File: src/hw/spif_config.svh
//==========================================================================
// Flash boot controller sizes and constants
//==========================================================================

`ifndef SPIF_CONFIG_SVH
`define SPIF_CONFIG_SVH

//==========================================================================
// memory geometry
//==========================================================================

`define SPIF_CODE_SIZE      10          // log2 of code words
`define SPIF_DATA_SIZE      10          // log2 of data cells
`define SPIF_WIDTH          18          // data word width

//==========================================================================
// reset values and flash protocol
//==========================================================================

`define SPIF_BASEBLOCK      8'd0        // first 64KB sector of user flash
`define SPIF_UART_RATE_POR  16'd868     // baud = fclk / this
`define SPIF_FAST_READ      8'h0B       // flash read opcode
`define SPIF_F_RATE_POR     4'd7        // SCLK divisor out of reset
`define SPIF_F_FORMAT_READ  3'b010      // keep CS# low, read transfers
`define SPIF_TX_POR         8'h5B       // first char seen on the UART

`endif

File: src/hw/spif_pkg.sv
//==========================================================================
// Flash boot controller types
//==========================================================================

`include "spif_config.svh"

package spif_pkg;

  typedef logic [`SPIF_WIDTH-1:0]     cell_t;       // data word
  typedef logic [15:0]                insn_t;       // instruction word
  typedef logic [7:0]                 byte_t;
  typedef logic [`SPIF_CODE_SIZE-1:0] code_addr_t;
  typedef logic [`SPIF_DATA_SIZE-1:0] data_addr_t;
  typedef logic [14:0]                bus_addr_t;   // processor address
  typedef logic [15:0]                dest_t;       // boot destination
  typedef logic [15:0]                count_t;      // words left in a run
  typedef logic [2:0]                 io_sel_t;     // I/O register select

  // header bytes go out in this order, then the stream
  typedef enum logic [2:0] {
    IDLE, HDR_CMD, HDR_BLOCK, HDR_ADDR_HI, HDR_ADDR_LO, HDR_DUMMY, HDR_FIRST, STREAM
  } boot_phase_t;

  // what the next flash byte means
  typedef enum logic [2:0] {
    COMMAND, WRITE_CODE, WRITE_DATA, DEST_HI, DEST_LO, COUNT_HI, COUNT_LO
  } stream_mode_t;

endpackage

File: src/hw/boot_loader.sv
//==========================================================================
// RAM clear and flash stream boot loader
//==========================================================================

`timescale 1ns/1ps
`include "spif_config.svh"

module boot_loader import spif_pkg::*; (
  input  logic       clk,
  input  logic       arstn,
  input  logic       i_f_ready,        // flash can take a byte
  input  byte_t      i_f_din,          // byte from the previous transfer
  input  logic       i_u_ready,
  input  logic       i_tx_load,
  input  logic       i_restart,
  output logic       o_f_wr,
  output byte_t      o_f_dout,
  output logic [2:0] o_f_format,
  output logic [3:0] o_f_rate,
  output logic       o_u_wr,
  output logic       o_code_wr,
  output logic       o_data_wr,
  output dest_t      o_dest,
  output cell_t      o_wdata,
  output logic       o_booting,
  output logic       o_p_reset
);

  boot_phase_t  phase;
  stream_mode_t mode;
  logic         clearing;                       // zeroing both RAMs
  logic         code_wr_q;
  logic         data_wr_q;
  count_t       count;                          // words left minus one
  logic [1:0]   bytes;                          // bytes per word minus one
  logic [1:0]   bytecount;
  byte_t        hdr_byte;
  logic         f_ok;

  assign f_ok      = i_f_ready & ~o_f_wr;       // one byte per ready window
  assign o_booting = (phase != IDLE);
  assign o_code_wr = clearing | code_wr_q;
  assign o_data_wr = clearing | data_wr_q;

  always_comb begin
    case (phase)
      HDR_CMD:   hdr_byte = `SPIF_FAST_READ;
      HDR_BLOCK: hdr_byte = `SPIF_BASEBLOCK;   // address bits 23:16
      default:   hdr_byte = 8'h00;             // addr, dummy, stream filler
    endcase
  end

  //========================================================================
  // clear, header sequencer and stream interpreter
  //========================================================================

  always_ff @(posedge clk or negedge arstn) begin
    if (!arstn) begin
      clearing   <= 1'b1;
      phase      <= HDR_CMD;
      mode       <= COMMAND;
      o_f_wr     <= 1'b0;
      o_f_dout   <= 8'h00;
      o_f_format <= 3'b000;
      o_f_rate   <= `SPIF_F_RATE_POR;
      o_u_wr     <= 1'b0;
      o_p_reset  <= 1'b1;
      o_dest     <= '0;
      o_wdata    <= '0;                         // clear writes this zero
      count      <= '0;
      bytes      <= 2'd0;
      bytecount  <= 2'd0;
      code_wr_q  <= 1'b0;
      data_wr_q  <= 1'b0;
    end else begin
      o_u_wr    <= i_tx_load & i_u_ready;
      o_f_wr    <= 1'b0;
      code_wr_q <= 1'b0;
      data_wr_q <= 1'b0;
      if (code_wr_q || data_wr_q) begin
        o_dest <= o_dest + 16'd1;               // bump after each word
      end
      if (clearing) begin
        o_dest <= o_dest + 16'd1;
        if (o_dest[`SPIF_CODE_SIZE-1:0] == '1) begin
          clearing <= 1'b0;
          o_dest   <= '0;
        end
      end else if (i_restart) begin
        phase <= HDR_FIRST;                     // flash is still streaming
        mode  <= COMMAND;
      end else if (f_ok) begin
        case (phase)
          IDLE: o_f_wr <= 1'b0;                 // parked until a restart
          STREAM: begin
            o_f_wr   <= 1'b1;                   // clock in the next byte
            o_f_dout <= 8'h00;
            case (mode)
              COMMAND: begin
                case (i_f_din[7:6])
                  2'b11: begin
                    if (i_f_din[5]) begin
                      o_f_wr     <= 1'b0;       // end of boot
                      o_f_format <= 3'b000;     // CS# goes high
                      o_p_reset  <= i_f_din[4];
                      phase      <= IDLE;
                    end else if (i_f_din[0]) begin
                      mode <= i_f_din[1] ? COUNT_HI : COUNT_LO;
                    end else begin
                      mode <= i_f_din[1] ? DEST_HI : DEST_LO;
                    end
                  end
                  2'b10: o_f_rate <= i_f_din[3:0];
                  default: begin
                    mode      <= i_f_din[2] ? WRITE_DATA : WRITE_CODE;
                    bytes     <= i_f_din[1:0];
                    bytecount <= i_f_din[1:0];
                  end
                endcase
              end
              WRITE_CODE, WRITE_DATA: begin
                o_wdata <= {o_wdata[`SPIF_WIDTH-9:0], i_f_din};  // msb first
                if (bytecount != 2'd0) begin
                  bytecount <= bytecount - 2'd1;
                end else begin
                  bytecount <= bytes;
                  code_wr_q <= (mode == WRITE_CODE);
                  data_wr_q <= (mode == WRITE_DATA);
                  if (count != '0) begin
                    count <= count - 16'd1;
                  end else begin
                    mode <= COMMAND;            // run done
                  end
                end
              end
              DEST_HI: begin
                o_dest[15:8] <= i_f_din;
                mode         <= DEST_LO;
              end
              DEST_LO: begin
                o_dest[7:0] <= i_f_din;
                mode        <= COMMAND;
              end
              COUNT_HI: begin
                count[15:8] <= i_f_din;
                mode        <= COUNT_LO;
              end
              COUNT_LO: begin
                count[7:0] <= i_f_din;
                mode       <= COMMAND;
              end
              default: mode <= COMMAND;
            endcase
          end
          default: begin                        // header bytes
            o_f_wr     <= 1'b1;
            o_f_dout   <= hdr_byte;
            o_f_format <= `SPIF_F_FORMAT_READ;
            phase      <= boot_phase_t'(phase + 3'd1);
          end
        endcase
      end
    end
  end

endmodule

File: config.mk
export PLATFORM = sky130hd
export DESIGN_NAME = boot_loader
export DESIGN_NICKNAME = d
export VERILOG_FILES = /design/src/hw/spif_pkg.sv /design/src/hw/boot_loader.sv
export VERILOG_INCLUDE_DIRS = /design/src /design/src/hw
export SDC_FILE = /design/constraint.sdc
export NUM_CORES = 1
export LEC_CHECK = 0
export ABC_AREA = 1
export BUFFER_PORTS_ARGS = -buffer_cell sky130_fd_sc_hd__buf_4
export CAP_MARGIN = 20
export CORE_MARGIN = 4
export CORE_UTILIZATION = 30
export DETAILED_ROUTE_END_ITERATION = 8
export PLACE_DENSITY = 0.5
export SLEW_MARGIN = 5
export SYNTH_ARGS = -nofsm -noshare
export SYNTH_HDL_FRONTEND = slang
export SYNTH_SLANG_ARGS = --single-unit
File: constraint.sdc
create_clock -name clk -period 5.5 [get_ports clk]
set_clock_uncertainty 0.1 [all_clocks]
set_input_delay 0 -clock clk [delete_from_list [all_inputs] [get_ports clk]]
set_output_delay 0 -clock clk [all_outputs]
set_load 0.01 [all_outputs]
==> metrics.txt <==
antenna violation net count after detailed routing 0; total CTS buffers 9; Total Neg Setup Slack 0 ns; critical-path cell list inv_1 > nor2_1 > inv_1 > o22ai_1; Synth Area per Inst between 7 and 8 um^2; Core Area roughly 0.015 mm^2; io pins between 60 and 70; most used cell along the critical path inv_1; half-perimeter wire length after placement 9.20 mm; Total Wirelength between 10 and 15 mm; initial antenna violation count 0; Clock H-tree levels 3; transition time of the tightest slew-check pin 0.947 ns; Slowest Stage Delay on Critical Path around 0.75 ns; Min Clock Period, post-route about 2.4 ns; die outline area 0.0171 mm^2; worst skew pair latency 0.34 ns; relative max-transition margin 0.369; number of max-slew violations in the final report 0; PostCTS Resize Cnt 0; peak ir drop on the vdd network about 0.19 mV; Sink Count slightly above 70; Root Buffer clkbuf_16; first-pass GRT wire length just over 20 mm; Net Sw Power about 0.001 W; total vias in the final route roughly 4300; fin area between 0.005 and 0.006 mm^2; gate count after technology mapping approximately 650; CTS tree yes; number of buffers inserted by post-CTS setup repair 0; die extent in x 131 um; critical path endpoint category flop; crit path max fanout 20; routing usage on met2 0.256; placer congestion estimate roughly 0.83; detailed-routing iteration count for the pre-antenna-repair pass 5; Top Usage Layer GRT met2; average detailed-routed wire length per instance roughly 14 um; Tot GR Track Use 0.154; final hold violations 0; number of I/O port buffers 61; commonest register cell after synthesis dfrtp_1; number of DRC violations after detailed-routing iteration 0 243; total placed instance area approximately 0.0051 mm^2; switching power share of the total 0.401; maximum number of buffers from clock root to sink 2; clock power share 0.280; cts-stage hold buffer count 12; PwrDens roughly 440 mW/mm^2; fmax roughly 420 MHz; count of warnings emitted by yosys 0; via count of the first global-routing pass around 4000; sequential cell fraction of total power 0.293; internal cell power 0.00148 W; count of inserted antenna diode cells 0; WP data required about 5.7 ns; async set or reset register ratio after synthesis 1.00; Worst Hold Slack approximately 0.12 ns; final routed DRC violation total 0; final worst-path cycle share 0.431; GRT overflow 0; total of endpoints with negative setup slack in the final report 0; via density per instance about 4.7; final layout net count between 700 and 800; flop and latch count out of synthesis between 70 and 80; share of final-layout standard cells stronger than drive strength 1 0.160; met1 layer usage reported by global route 0.205; status complete, no violations; sequential area share after synthesis 0.399; number of synthesized flops with an enable pin 0; GR met3 Demand/Resource 0.0386; startpoint class of the critical path flop; combinational power share 0.427; critical path type flop to flop; WP data arrival between 2 and 3 ns; chip height 131 um; Leak Pwr 3.00 nW; synthesized area between 0.004 and 0.005 mm^2; number of cell rows 44; setup repair after global routing missed its margin false; pin count of the biggest net entering global routing 73; clock-pin slew on the worst setup and hold paths approximately 0.070 ns; starting density of the core 0.310; Critical Path Slowest Stage Cell nor2_1; worst min path class primary input to flop; number of unique standard cell types used by synthesis 40; WP buf/inv 2; Synth-to-Final Area Change 22.8%; power consumption approximately 0.0025 W; Maximum Capacitance Violations 0; cell type group with the largest total delay on the critical path simple AND/OR/NAND/NOR gates
-- through the flow --
step | util | setup WS, ns | instances
after floorplan | - | 3.58 | 651
after global placement | 0.349 | 3.19 | 873
after detailed placement | 0.349 | 3.13 | 873
after CTS | 0.380 | 3.12 | 901
after global routing | 0.380 | 2.95 | 901
final | 0.380 | 3.13 | 901
-- power groups by stage --
| stage | Clock [W] | Sequential, W | Combinational (W) |
|---|---|---|---|
| after floorplan | 0 | 0.000729 | 0.000786 |
| after global placement | 0 | 0.000730 | 0.00104 |
| after detailed placement | 0 | 0.000733 | 0.00105 |
| after CTS | 0.000713 | 0.000725 | 0.00107 |
| after global routing | 0.000734 | 0.000738 | 0.00124 |
| final | 0.000691 | 0.000723 | 0.00105 |
-- final cells by class --
type | instances | area, um^2
fillers | 1571 | 9070
multi-input cells | 491 | 2360
flip-flops and latches | 72 | 1810
repair buffers | 73 | 578
inverters | 65 | 249
well taps | 184 | 230
clock buffers | 10 | 229
clock inverters | 6 | 116
-- synthesized netlist by cell type, drive strengths merged (3+ instances only) --
cell type	n	area (um^2)
nand2	250	963
dfrtp	66	1650
inv	64	240
nand3	61	345
nor2	60	279
o21ai	50	262
buf	20	131
a21oi	9	48.8
nand4	9	68.8
nor3	8	50.1
xor2	8	70.1
ha	7	87.6
dfstp	6	158
o211ai	6	45.0
clkbuf	3	11.3
o22ai	3	18.8
or2	3	18.8
-- worst reg2reg max path, stage by stage (launching register included) --
cell and delay (ns):
dfstp_2 0.70, inv_1 0.36, nor2_1 0.75, inv_1 0.18, o22ai_1 0.20
-- cells in the final DEF, fill, tap and decap left out, types with 3 or more instances in the layout --
cell type,n
o211ai_1,6
inv_1,60
inv_2,4
clkinv_4,3
buf_4,61
clkbuf_16,9
a21oi_1,8
bufinv_16,3
nand3_2,3
dfstp_2,6
nor2_2,3
nor2_4,4
nand3_1,56
o21ai_0,38
o21ai_1,9
dfrtp_1,66
conb_1,7
nor3_1,6
xor2_1,8
nand2_4,3
o22ai_1,3
o21ai_2,3
dlygate4sd3_1,12
nand2_1,246
nand4_1,7
or2_2,3
ha_1,7
nor2_1,52
-- cell families (layout without fill, tap and decap cells) --
| family | Yosys count | after routing | share of synthesized area |
|---|---|---|---|
| simple gates | 394 | 394 | 0.385 |
| buf+inv | 88 | 154 | 0.0863 |
| compound gates | 73 | 73 | 0.0902 |
| flops | 72 | 72 | 0.399 |
| xor+xnor | 10 | 10 | 0.0193 |
| fa+ha+maj | 7 | 7 | 0.0193 |
| other cells | 1 | 7 | 0.000827 |
-- registers in the layout, summed over array words and instances (netlist names), 2 cells and up --
signal     cells
bytecount      2
phase          3
o_wdata       18
mode           3
bytes          2
o_f_rate       4
count         16
o_dest        16
-- metal layers --
layer / share of wire / vias to the layer above / routed length, um
met3: 0.042 / 9 / 530
met2: 0.49 / 78 / 6200
met1: 0.46 / 2002 / 5920
met4: 0.0061 / 0 / 78
met5: 0 / - / 0
li1: - / 2181 / -
-- path summary, 6_finish.rpt --
path	from	to	slack [ns]	depth (start not counted)
setup / recovery	clearing$_DFF_PN1_	o_dest[0]$_DFF_PN0_	3.13	4
hold / removal	i_f_ready	o_f_format[1]$_DFFE_PN0P_	0.12	5
setup reg to reg	clearing$_DFF_PN1_	o_dest[0]$_DFF_PN0_	3.13	4
hold reg to reg	o_wdata[17]$_DFFE_PN0P_	o_wdata[17]$_DFFE_PN0P_	0.38	2
max in group asynchronous	arstn	count[2]$_DFFE_PN0P_	4.44	2
min in group asynchronous	arstn	o_dest[3]$_DFF_PN0_	0.24	2
Note: power is estimated with default switching activity, not from simulation.
