==> src/hw/spif_config.svh <==
//==========================================================================
// Flash boot controller sizes and constants
//==========================================================================

`ifndef SPIF_CONFIG_SVH
`define SPIF_CONFIG_SVH

//==========================================================================
// memory geometry
//==========================================================================

`define SPIF_CODE_SIZE      10          // log2 of code words
`define SPIF_DATA_SIZE      10          // log2 of data cells
`define SPIF_WIDTH          18          // data word width

//==========================================================================
// reset values and flash protocol
//==========================================================================

`define SPIF_BASEBLOCK      8'd0        // first 64KB sector of user flash
`define SPIF_UART_RATE_POR  16'd868     // baud = fclk / this
`define SPIF_FAST_READ      8'h0B       // flash read opcode
`define SPIF_F_RATE_POR     4'd7        // SCLK divisor out of reset
`define SPIF_F_FORMAT_READ  3'b010      // keep CS# low, read transfers
`define SPIF_TX_POR         8'h5B       // first char seen on the UART

`endif

==> src/hw/spif_pkg.sv <==
//==========================================================================
// Flash boot controller types
//==========================================================================

`include "spif_config.svh"

package spif_pkg;

  typedef logic [`SPIF_WIDTH-1:0]     cell_t;       // data word
  typedef logic [15:0]                insn_t;       // instruction word
  typedef logic [7:0]                 byte_t;
  typedef logic [`SPIF_CODE_SIZE-1:0] code_addr_t;
  typedef logic [`SPIF_DATA_SIZE-1:0] data_addr_t;
  typedef logic [14:0]                bus_addr_t;   // processor address
  typedef logic [15:0]                dest_t;       // boot destination
  typedef logic [15:0]                count_t;      // words left in a run
  typedef logic [2:0]                 io_sel_t;     // I/O register select

  // header bytes go out in this order, then the stream
  typedef enum logic [2:0] {
    IDLE, HDR_CMD, HDR_BLOCK, HDR_ADDR_HI, HDR_ADDR_LO, HDR_DUMMY, HDR_FIRST, STREAM
  } boot_phase_t;

  // what the next flash byte means
  typedef enum logic [2:0] {
    COMMAND, WRITE_CODE, WRITE_DATA, DEST_HI, DEST_LO, COUNT_HI, COUNT_LO
  } stream_mode_t;

endpackage

==> src/hw/io_regs.sv <==
//==========================================================================
// Processor I/O registers
//==========================================================================

`timescale 1ns/1ps
`include "spif_config.svh"

module io_regs import spif_pkg::*; (
  input  logic        clk,
  input  logic        arstn,
  input  logic        i_io_rd,
  input  logic        i_io_wr,
  input  io_sel_t     i_sel,
  input  cell_t       i_din,
  input  logic        i_p_hold,
  input  logic        i_u_full,         // UART holds a received byte
  input  byte_t       i_u_din,
  input  logic        i_u_ready,        // UART can take a byte
  input  byte_t       i_f_din,          // last flash result
  input  logic        i_booting,
  output cell_t       o_io_dout,
  output logic        o_u_rd,
  output logic [15:0] o_u_rate,
  output byte_t       o_u_dout,
  output logic        o_tx_load,        // transmit request, one cycle
  output logic        o_restart,        // reinterpret the flash stream
  output logic        o_iobusy          // wait state request
);

  localparam io_sel_t SEL_RXDATA = 3'd0;        // rd byte, wr transmit
  localparam io_sel_t SEL_RXFULL = 3'd1;
  localparam io_sel_t SEL_RATE   = 3'd2;        // rd tx busy, wr baud
  localparam io_sel_t SEL_FLASH  = 3'd3;        // rd flash byte, wr restart
  localparam io_sel_t SEL_BOOT   = 3'd5;
  localparam io_sel_t SEL_CYCLES = 3'd7;

  byte_t rx_byte;
  logic  rx_full;
  logic  tx_sent;                               // u_wr is going out now
  logic  txbusy;
  logic  wr_ok;
  logic  rd_ok;
  cell_t cycles;

  assign wr_ok     = i_io_wr & ~i_p_hold;
  assign rd_ok     = i_io_rd & ~i_p_hold;
  assign txbusy    = ~i_u_ready | tx_sent;
  assign o_tx_load = wr_ok & (i_sel == SEL_RXDATA);
  assign o_restart = wr_ok & (i_sel == SEL_FLASH);
  assign o_iobusy  = i_io_wr & (i_sel == SEL_RXDATA) & txbusy;  // stall emit

  // free-running, wraps at 2^WIDTH
  always_ff @(posedge clk or negedge arstn) begin
    if (!arstn) begin
      cycles <= '0;
    end else begin
      cycles <= cycles + 1'b1;
    end
  end

  //========================================================================
  // receive buffer, one byte deep
  //========================================================================

  always_ff @(posedge clk or negedge arstn) begin
    if (!arstn) begin
      rx_byte <= 8'h00;
      rx_full <= 1'b0;
      o_u_rd  <= 1'b0;
    end else begin
      o_u_rd <= 1'b0;
      if (rd_ok && (i_sel == SEL_RXDATA)) begin
        rx_full <= 1'b0;                        // reading the char frees it
      end
      if (i_u_full && !o_u_rd && !rx_full) begin
        o_u_rd  <= 1'b1;                        // take it from the UART
        rx_byte <= i_u_din;
        rx_full <= 1'b1;
      end
    end
  end

  // transmit byte and baud divisor
  always_ff @(posedge clk or negedge arstn) begin
    if (!arstn) begin
      o_u_rate <= `SPIF_UART_RATE_POR;
      o_u_dout <= `SPIF_TX_POR;
      tx_sent  <= 1'b0;
    end else begin
      tx_sent <= o_tx_load;
      if (o_tx_load) begin
        o_u_dout <= i_din[7:0];
      end
      if (wr_ok && (i_sel == SEL_RATE)) begin
        o_u_rate <= i_din[15:0];
      end
    end
  end

  // read mux, zero extended
  always_comb begin
    case (i_sel)
      SEL_RXDATA: o_io_dout = cell_t'(rx_byte);
      SEL_RXFULL: o_io_dout = cell_t'(rx_full);
      SEL_RATE:   o_io_dout = cell_t'(txbusy);
      SEL_FLASH:  o_io_dout = cell_t'(i_f_din);
      SEL_BOOT:   o_io_dout = cell_t'(i_booting);
      SEL_CYCLES: o_io_dout = cycles;
      default:    o_io_dout = '0;
    endcase
  end

endmodule

==> config.mk <==
export PLATFORM = sky130hd
export DESIGN_NAME = io_regs
export DESIGN_NICKNAME = d
export VERILOG_FILES = /design/src/hw/spif_pkg.sv /design/src/hw/io_regs.sv
export VERILOG_INCLUDE_DIRS = /design/src /design/src/hw
export SDC_FILE = /design/constraint.sdc
export NUM_CORES = 1
export LEC_CHECK = 0
export BUFFER_PORTS_ARGS = -buffer_cell sky130_fd_sc_hd__buf_2
export CAP_MARGIN = 5
export CELL_PAD_IN_SITES_DETAIL_PLACEMENT = 1
export CELL_PAD_IN_SITES_GLOBAL_PLACEMENT = 1
export CORE_MARGIN = 4
export CORE_UTILIZATION = 34
export CTS_CLUSTER_DIAMETER = 40
export DETAILED_ROUTE_END_ITERATION = 7
export PLACE_DENSITY = 0.77
export SLEW_MARGIN = 5
export SYNTH_ARGS = -nofsm -noshare
export SYNTH_HDL_FRONTEND = slang
export SYNTH_SLANG_ARGS = --single-unit
==> constraint.sdc <==
create_clock -name clk -period 1.5 [get_ports clk]
set_input_delay 0.375 -clock clk [delete_from_list [all_inputs] [get_ports clk]]
set_output_delay 0.375 -clock clk [all_outputs]
set_load 0.01 [all_outputs]
==> results.py, run 1 <==
metrics = {
    "drt": {
        "detail-route-antenna-nets": 0,
        "route.met3.wl_um": 321,
        "drc": 0,
        "drt-met1-wl_mm": 2.50,
        "drt-total-wl_mm": 6.11,
        "drt_iter0_markers": 28,
        "drtPass1Iterations": 4,
        "total_via_count_in_the_routed_design": 1860,
        "routed-wl-met2_mm": 3.24,
        "top_layer": "met4",
        "wl_per_cell_um": 15.1,
        "detail_route.vias_per_cell": 4.58,
    },
    "cts": {
        "tritoncts_clock_tree": "built",
        "cts_h_tree_depth": 2,
        "worst_skew_pair.late_latency_ns": 0.30,
        "clock_sink_count": 53,
        "clk_pin_slew_ns": 0.09,
        "hold_buffers_post_cts": 0,
        "clk_root_buffer_cell": "sky130_fd_sc_hd__clkbuf_8",
        "max-clock-path-buffers": 2,
        "cts_buffers": 5,
    },
    "global_routing": {
        "first_global_vias": 2054,
        "grt_max_degree": 54,
        "globalRouteOverflowTotal": 0,
        "grt.total_usage_pct": 14.8,
        "initial_antenna_violation_count": 0,
        "grt_pass1_wl_mm": 10.0,
    },
    "floorplan": {
        "die_area_um2": 8490,
        "io-pin-count": 91,
        "floorplan.rows": 30,
        "core_region_area_um2": 6830,
        "die-height_um": 92.1,
        "die_w_um": 92.1,
        "initial_core_util_pct": 35.2,
    },
    "timing": {
        "totalNegativeSetupSlack_ns": -0.588,
        "final_max_slew_viol_count": 0,
        "grt_setup_unrepaired": "yes",
        "finalSetupViolCount": 20,
        "slew-limit-headroom_pct": 75.4,
        "tightestPinTransition_ns": 0.368,
        "fmax_mhz": 595,
        "fin_crit_share_pct": 112,
        "final_period_minus_worst_setup_slack_ns": 1.68,
        "clock_skew_ns": 0.00416,
        "post-route-worst-setup-slack_ns": -0.180,
        "final_report_hold_violation_count": 0,
    },
    "pwr": {
        "p_clk_share_pct": 22.7,
        "power_per_cell_area_nw_per_um2": 1050,
        "power.share.sequential_pct": 52.7,
        "fin_total_pwr_mw": 3.65,
        "leakage_nw": 1.78,
        "vdd_ir_drop_max_mv": 0.554,
        "power.net_switching_mw": 1.01,
        "cellInternalPower_mw": 2.64,
        "pwr-share-comb_pct": 24.5,
        "switching_share_pct": 27.6,
    },
    "yosys": {
        "synth-edff-count": 0,
        "flip_flop_and_latch_count_after_synthesis": 53,
        "synth_async_sr_flop_share_pct": 100,
        "syn-instance-count": 190,
        "synth.cell_area_um2": 2410,
        "synth.lib_cells_used.distinct": 31,
        "seq_area_frac_synth_pct": 55.6,
        "synthesis.nets": 236,
        "synth_xor_xnor_area_share_pct": 5.82,
        "largest_family_of_logic_cells_by_synthesized_area": "multiplexers",
        "post_synth.cell_area_avg_um2": 12.7,
        "synth_simple_gate_area_share_pct": 13.4,
        "synthFlopType": "sky130_fd_sc_hd__dfrtp_1",
        "synth-adder-area-share_pct": 0.520,
        "compound_gate_portion_of_the_synthesized_area_pct": 2.50,
        "synthMuxAreaShare_pct": 20.0,
        "ys_warn_count": 0,
    },
    "cells_and_area": {
        "antenna_cells_inserted": 0,
        "fillerInstances": 759,
        "drive_above_1_share_pct": 62.6,
        "layout.core_utilization_pct": 50.8,
        "final_nets": 355,
        "area_delta_synth_final_pct": 44.2,
        "final-instance-count-excl-fill": 406,
    },
    "placement": {
        "globalplace.congestion": 0.777,
        "placed_wire_length_estimate_mm": 4.34,
        "placedCellCount": 381,
        "number_of_port_buffers": 88,
    },
    "worst_setup_path": {
        "critical_path_arrival_ns": 1.31,
        "worstSetupStartpointType": "register",
        "family_with_the_most_delay_on_the_worst_path": "flip-flops",
        "timing.critical_path.required_ns": 1.12,
        "crit_path_max_fanout": 3,
        "timing.critical_path.slowest_stage_cell": "sky130_fd_sc_hd__dfrtp_1",
        "criticalPathCategory": "reg -> out",
        "worst_path_largest_cell_delay_ns": 0.41,
        "critical_path_buf_inv_count": 1,
        "crit_chain": "mux2i_1, nor2_1, a31oi_1, o22ai_1, buf_2",
        "timing.critical_path.to_type": "primary output",
    },
    "hold_path": {
        "worst_hold_path_type": "in -> async",
    },
    "status": {
        "violations": "setup timing",
        "run_status": "finished with violations",
    },
    "job": {
        "max_cap_violations": 0,
    },
}
## placed cells by master, fill, tap and decap left out, drive strengths merged
master and instances:
mux2 33, nor3 1, and4 1, dfrtp 43, a31oi 1, o21ai 7, xor2 4, nor3b 1
nand2 13, nand3 6, nand3b 1, o22ai 1, and3 7, and2 12, nand4 7, mux2i 8
dfstp 10, a21o 1, clkbuf 8, a21oi 1, inv 3, buf 119, or3 1, nor2 7
nand2b 1, xnor2 12, ha 1
## final timing paths
kind / from / cells after the start / end / slack [ns]
max: rx_full / 5 / o_io_dout[0] / -0.18
min: arstn / 2 / rx_byte[4] / 0.05
max reg2reg: cycles[3] / 5 / cycles[11] / 0.09
min reg2reg: cycles[17] / 1 / cycles[17] / 0.47
max in group asynchronous: arstn / 2 / o_u_rate[5] / 1.15
min in group clk: i_u_din[4] / 2 / rx_byte[4] / 0.30
## area by class of cell
| class | instances | area, um2 | area share, % |
|---|---|---|---|
| clock buffer | 8 | 90.1 | 2.60 |
| inverter | 3 | 13.8 | 0.397 |
| multi-input combinational | 127 | 1110 | 32.1 |
| sequential | 53 | 1340 | 38.6 |
| tap | 96 | 120 | 3.46 |
| timing repair buffer | 119 | 792 | 22.8 |
## state kept, by name, indices dropped and copies added (netlist names)
signal,flops
rx_full,1
o_u_rate,16
tx_sent,1
cycles,18
o_u_rd,1
o_u_dout,8
rx_byte,8
## Yosys cell counts (all sizes together) (2+ instances only)
cell,count,area [um2]
and3,7,43.8
xnor2,12,105
dfrtp,43,1080
clkbuf,2,7.51
o21ai,7,35.0
mux2,33,402
inv,3,11.3
nor2,7,28.8
nand3,6,30.0
mux2i,8,80.1
nand2,13,48.8
and2,12,75.1
xor2,4,35.0
dfstp,10,263
nand4,7,50.1
buf,5,31.3
## power by group through the flow
stage | Clock [mW] | Sequential, mW | Combinational, mW
5_1_grt | 0.929 | 1.96 | 0.982
3_3_place_gp | 0 | 1.90 | 0.812
4_1_cts | 0.871 | 1.93 | 0.890
3_5_place_dp | 0 | 1.92 | 0.838
2_1_floorplan | 0 | 1.97 | 0.393
6_report | 0.829 | 1.92 | 0.894
## per-layer routing
| layer | vias to the layer above | global-route usage, % |
|---|---|---|
| met3 | 6 | 4.02 |
| li1 | 891 | - |
| met2 | 50 | 26.6 |
| met5 | - | 0 |
| met4 | 0 | 3.34 |
| met1 | 913 | 17.7 |
## worst register-to-register path: cells and delay by family (launching register included)
| kind | cells | cell delay (ns) |
|---|---|---|
| flops | 1 | 0.44 |
| xor+xnor | 1 | 0.11 |
| simple gates | 2 | 0.41 |
| buf+inv | 2 | 0.34 |
## cell families after synthesis
kind of cell             Yosys count
AO/OA/AOI/OAI                     11
AND/OR/NAND/NOR                   58
XOR/XNOR                          16
flip-flops                        53
adder cells (fa/ha/maj)            1
buffers and inverters             10
multiplexers                      41
## through the flow
step | hold WS [ns] | setup slack [ns] | cell area [um2]
2_1_floorplan | 0.0794 | -0.0133 | 2410
3_3_place_gp | 0.390 | -0.202 | 3090
3_5_place_dp | 0.392 | -0.245 | 3090
4_1_cts | 0.0583 | -0.190 | 3390
5_1_grt | 0.0634 | -0.237 | 3470
6_report | 0.0537 | -0.180 | 3470
## what timing repair did
| item | CTS | global route |
|---|---|---|
| resized for setup | 44 | 8 |
| pin swaps | 15 | 6 |
| endpoints found under the setup margin | 21 | 31 |
| setup buffers | 10 | 9 |
| cloned | 1 | 0 |
(Power assumes the default switching activity.)
==> run 2: changes to the inputs <==
--- a/config.mk
+++ b/config.mk
@@ -14,7 +14,8 @@
 export CORE_UTILIZATION = 34
 export CTS_CLUSTER_DIAMETER = 40
 export DETAILED_ROUTE_END_ITERATION = 7
-export PLACE_DENSITY = 0.77
+export GPL_TIMING_DRIVEN = 0
+export PLACE_DENSITY_LB_ADDON = 0.1
 export SLEW_MARGIN = 5
 export SYNTH_ARGS = -nofsm -noshare
 export SYNTH_HDL_FRONTEND = slang
==> results.py, run 2 (synthesis results as in run 1) <==
metrics = {
    "global_routing": {
        "grt_max_degree": 54,
        "initial_antenna_violation_count": 0,
        "first_global_vias": 1927,
        "grt_pass1_wl_mm": 9.56,
        "globalRouteOverflowTotal": 0,
        "grt.total_usage_pct": 14.4,
    },
    "status": {
        "violations": "setup timing",
        "run_status": "finished with violations",
    },
    "job": {
        "max_cap_violations": 0,
    },
    "floorplan": {
        "io-pin-count": 91,
        "die_area_um2": 8490,
        "floorplan.rows": 30,
        "die-height_um": 92.1,
        "die_w_um": 92.1,
        "initial_core_util_pct": 35.2,
        "core_region_area_um2": 6830,
    },
    "cells_and_area": {
        "fillerInstances": 786,
        "final_nets": 348,
        "drive_above_1_share_pct": 64.0,
        "number_of_flip_flops_under_the_largest_register_name": 18,
        "reg.largest.list": "cycles x18, o_u_rate x16",
        "largest_register": "cycles",
        "final-instance-count-excl-fill": 399,
        "antenna_cells_inserted": 0,
        "layout_commonest_cell": "sky130_fd_sc_hd__buf_2",
        "finalInstanceArea_um2": 3380,
        "layout.core_utilization_pct": 49.5,
        "final_cell_mix": "83 x sky130_fd_sc_hd__buf_2, 39 x sky130_fd_sc_hd__dfrtp_1, 24 x sky130_fd_sc_hd__mux2_2",
        "area_delta_synth_final_pct": 40.7,
    },
    "drt": {
        "detail-route-antenna-nets": 0,
        "wl_per_cell_um": 15.7,
        "detail_route.vias_per_cell": 4.61,
        "drc": 0,
        "drt-total-wl_mm": 6.26,
        "drt_iter0_markers": 27,
        "drtPass1Iterations": 3,
        "total_via_count_in_the_routed_design": 1838,
    },
    "pwr": {
        "vdd_ir_drop_max_mv": 0.527,
        "leakage_nw": 1.70,
        "fin_total_pwr_mw": 3.60,
        "power_per_cell_area_nw_per_um2": 1060,
    },
    "cts": {
        "clock_sink_count": 53,
        "hold_buffers_post_cts": 0,
        "worst_skew_pair.late_latency_ns": 0.31,
        "tritoncts_clock_tree": "built",
        "cts_buffers": 5,
        "max-clock-path-buffers": 2,
        "clk_pin_slew_ns": 0.10,
        "cts_h_tree_depth": 2,
        "clk_root_buffer_cell": "sky130_fd_sc_hd__clkbuf_8",
    },
    "placement": {
        "placedCellCount": 373,
        "postPlaceCellArea_um2": 2970,
        "number_of_port_buffers": 87,
        "placed_wire_length_estimate_mm": 4.19,
        "dp_worst_setup_slack_ns": -0.303,
        "globalplace.congestion": 0.713,
    },
    "timing": {
        "totalNegativeSetupSlack_ns": -0.726,
        "final_period_minus_worst_setup_slack_ns": 1.74,
        "fin_crit_share_pct": 116,
        "clock_skew_ns": 0.00544,
        "final_max_slew_viol_count": 0,
        "finalSetupViolCount": 10,
        "fmax_mhz": 575,
        "grt_setup_unrepaired": "yes",
        "final_report_hold_violation_count": 0,
        "tightestPinTransition_ns": 0.680,
        "fin_worst_hold_slack_ns": 0.0887,
        "slew-limit-headroom_pct": 54.7,
        "post-route-worst-setup-slack_ns": -0.238,
    },
    "worst_setup_path": {
        "criticalPathCategory": "reg -> out",
        "timing.critical_path.required_ns": 1.12,
        "crit_path_max_fanout": 2,
        "timing.critical_path.to_type": "primary output",
        "worstSetupStartpointType": "register",
        "critical_path_arrival_ns": 1.36,
    },
    "hold_path": {
        "worst_hold_path_type": "in -> async",
    },
}
-- run 2: worst max-delay path: stages (launching register included) --
cell                      delay (ns)
sky130_fd_sc_hd__dfrtp_2        0.42
sky130_fd_sc_hd__mux2_4         0.27
sky130_fd_sc_hd__a21oi_2        0.14
sky130_fd_sc_hd__o22ai_1        0.07
sky130_fd_sc_hd__buf_2          0.15
-- run 2: final timing paths --
path	from	slack (ns)	cells after the start	end
hold reg to reg	cycles[17]	0.47	1	cycles[17]
setup reg to reg	rx_full	0.04	4	rx_byte[7]
min in group clk	i_din[8]	0.30	2	o_u_rate[8]
hold / removal	arstn	0.09	1	rx_byte[5]
max in group asynchronous	arstn	0.92	1	cycles[1]
setup / recovery	cycles[0]	-0.24	4	o_io_dout[0]
-- run 2: routing by layer --
metal,vias to the layer above,GRT usage [%],wire length (um),part of all wire [%]
met5,-,0,0,0
met4,0,4.46,57,0.91
met3,5,4.10,301,4.8
met2,47,24.8,3310,53
met1,902,17.4,2590,41
li1,884,-,-,-
-- run 2: final cells by class --
class / count / area, um2 / share of cell area [%]
flip-flops and latches: 53 / 1340 / 39.7
multi-input cells: 128 / 1130 / 33.5
repair buffers: 107 / 648 / 19.1
well taps: 96 / 120 / 3.55
clock buffers: 6 / 72.6 / 2.14
plain buffers: 4 / 41.3 / 1.22
inverters: 3 / 13.8 / 0.407
clock inverters: 2 / 10.0 / 0.296
-- run 2: report_power, final --
group	leakage, nW	switching [mW]	total, mW	internal, mW
combinational	1.02	0.392	0.897	0.505
clock	0.0450	0.466	0.791	0.325
sequential	0.640	0.159	1.91	1.75
total	1.70	1.02	3.60	2.58
-- run 2: repair_timing --
action / 4_1_cts / 5_1_grt
resized for setup: 26 / 39
buffers inserted: 11 / 10
hold endpoints to repair: 0 / 0
gates cloned: 1 / 1
setup endpoints to repair: 24 / 24
pin swaps: 9 / 9
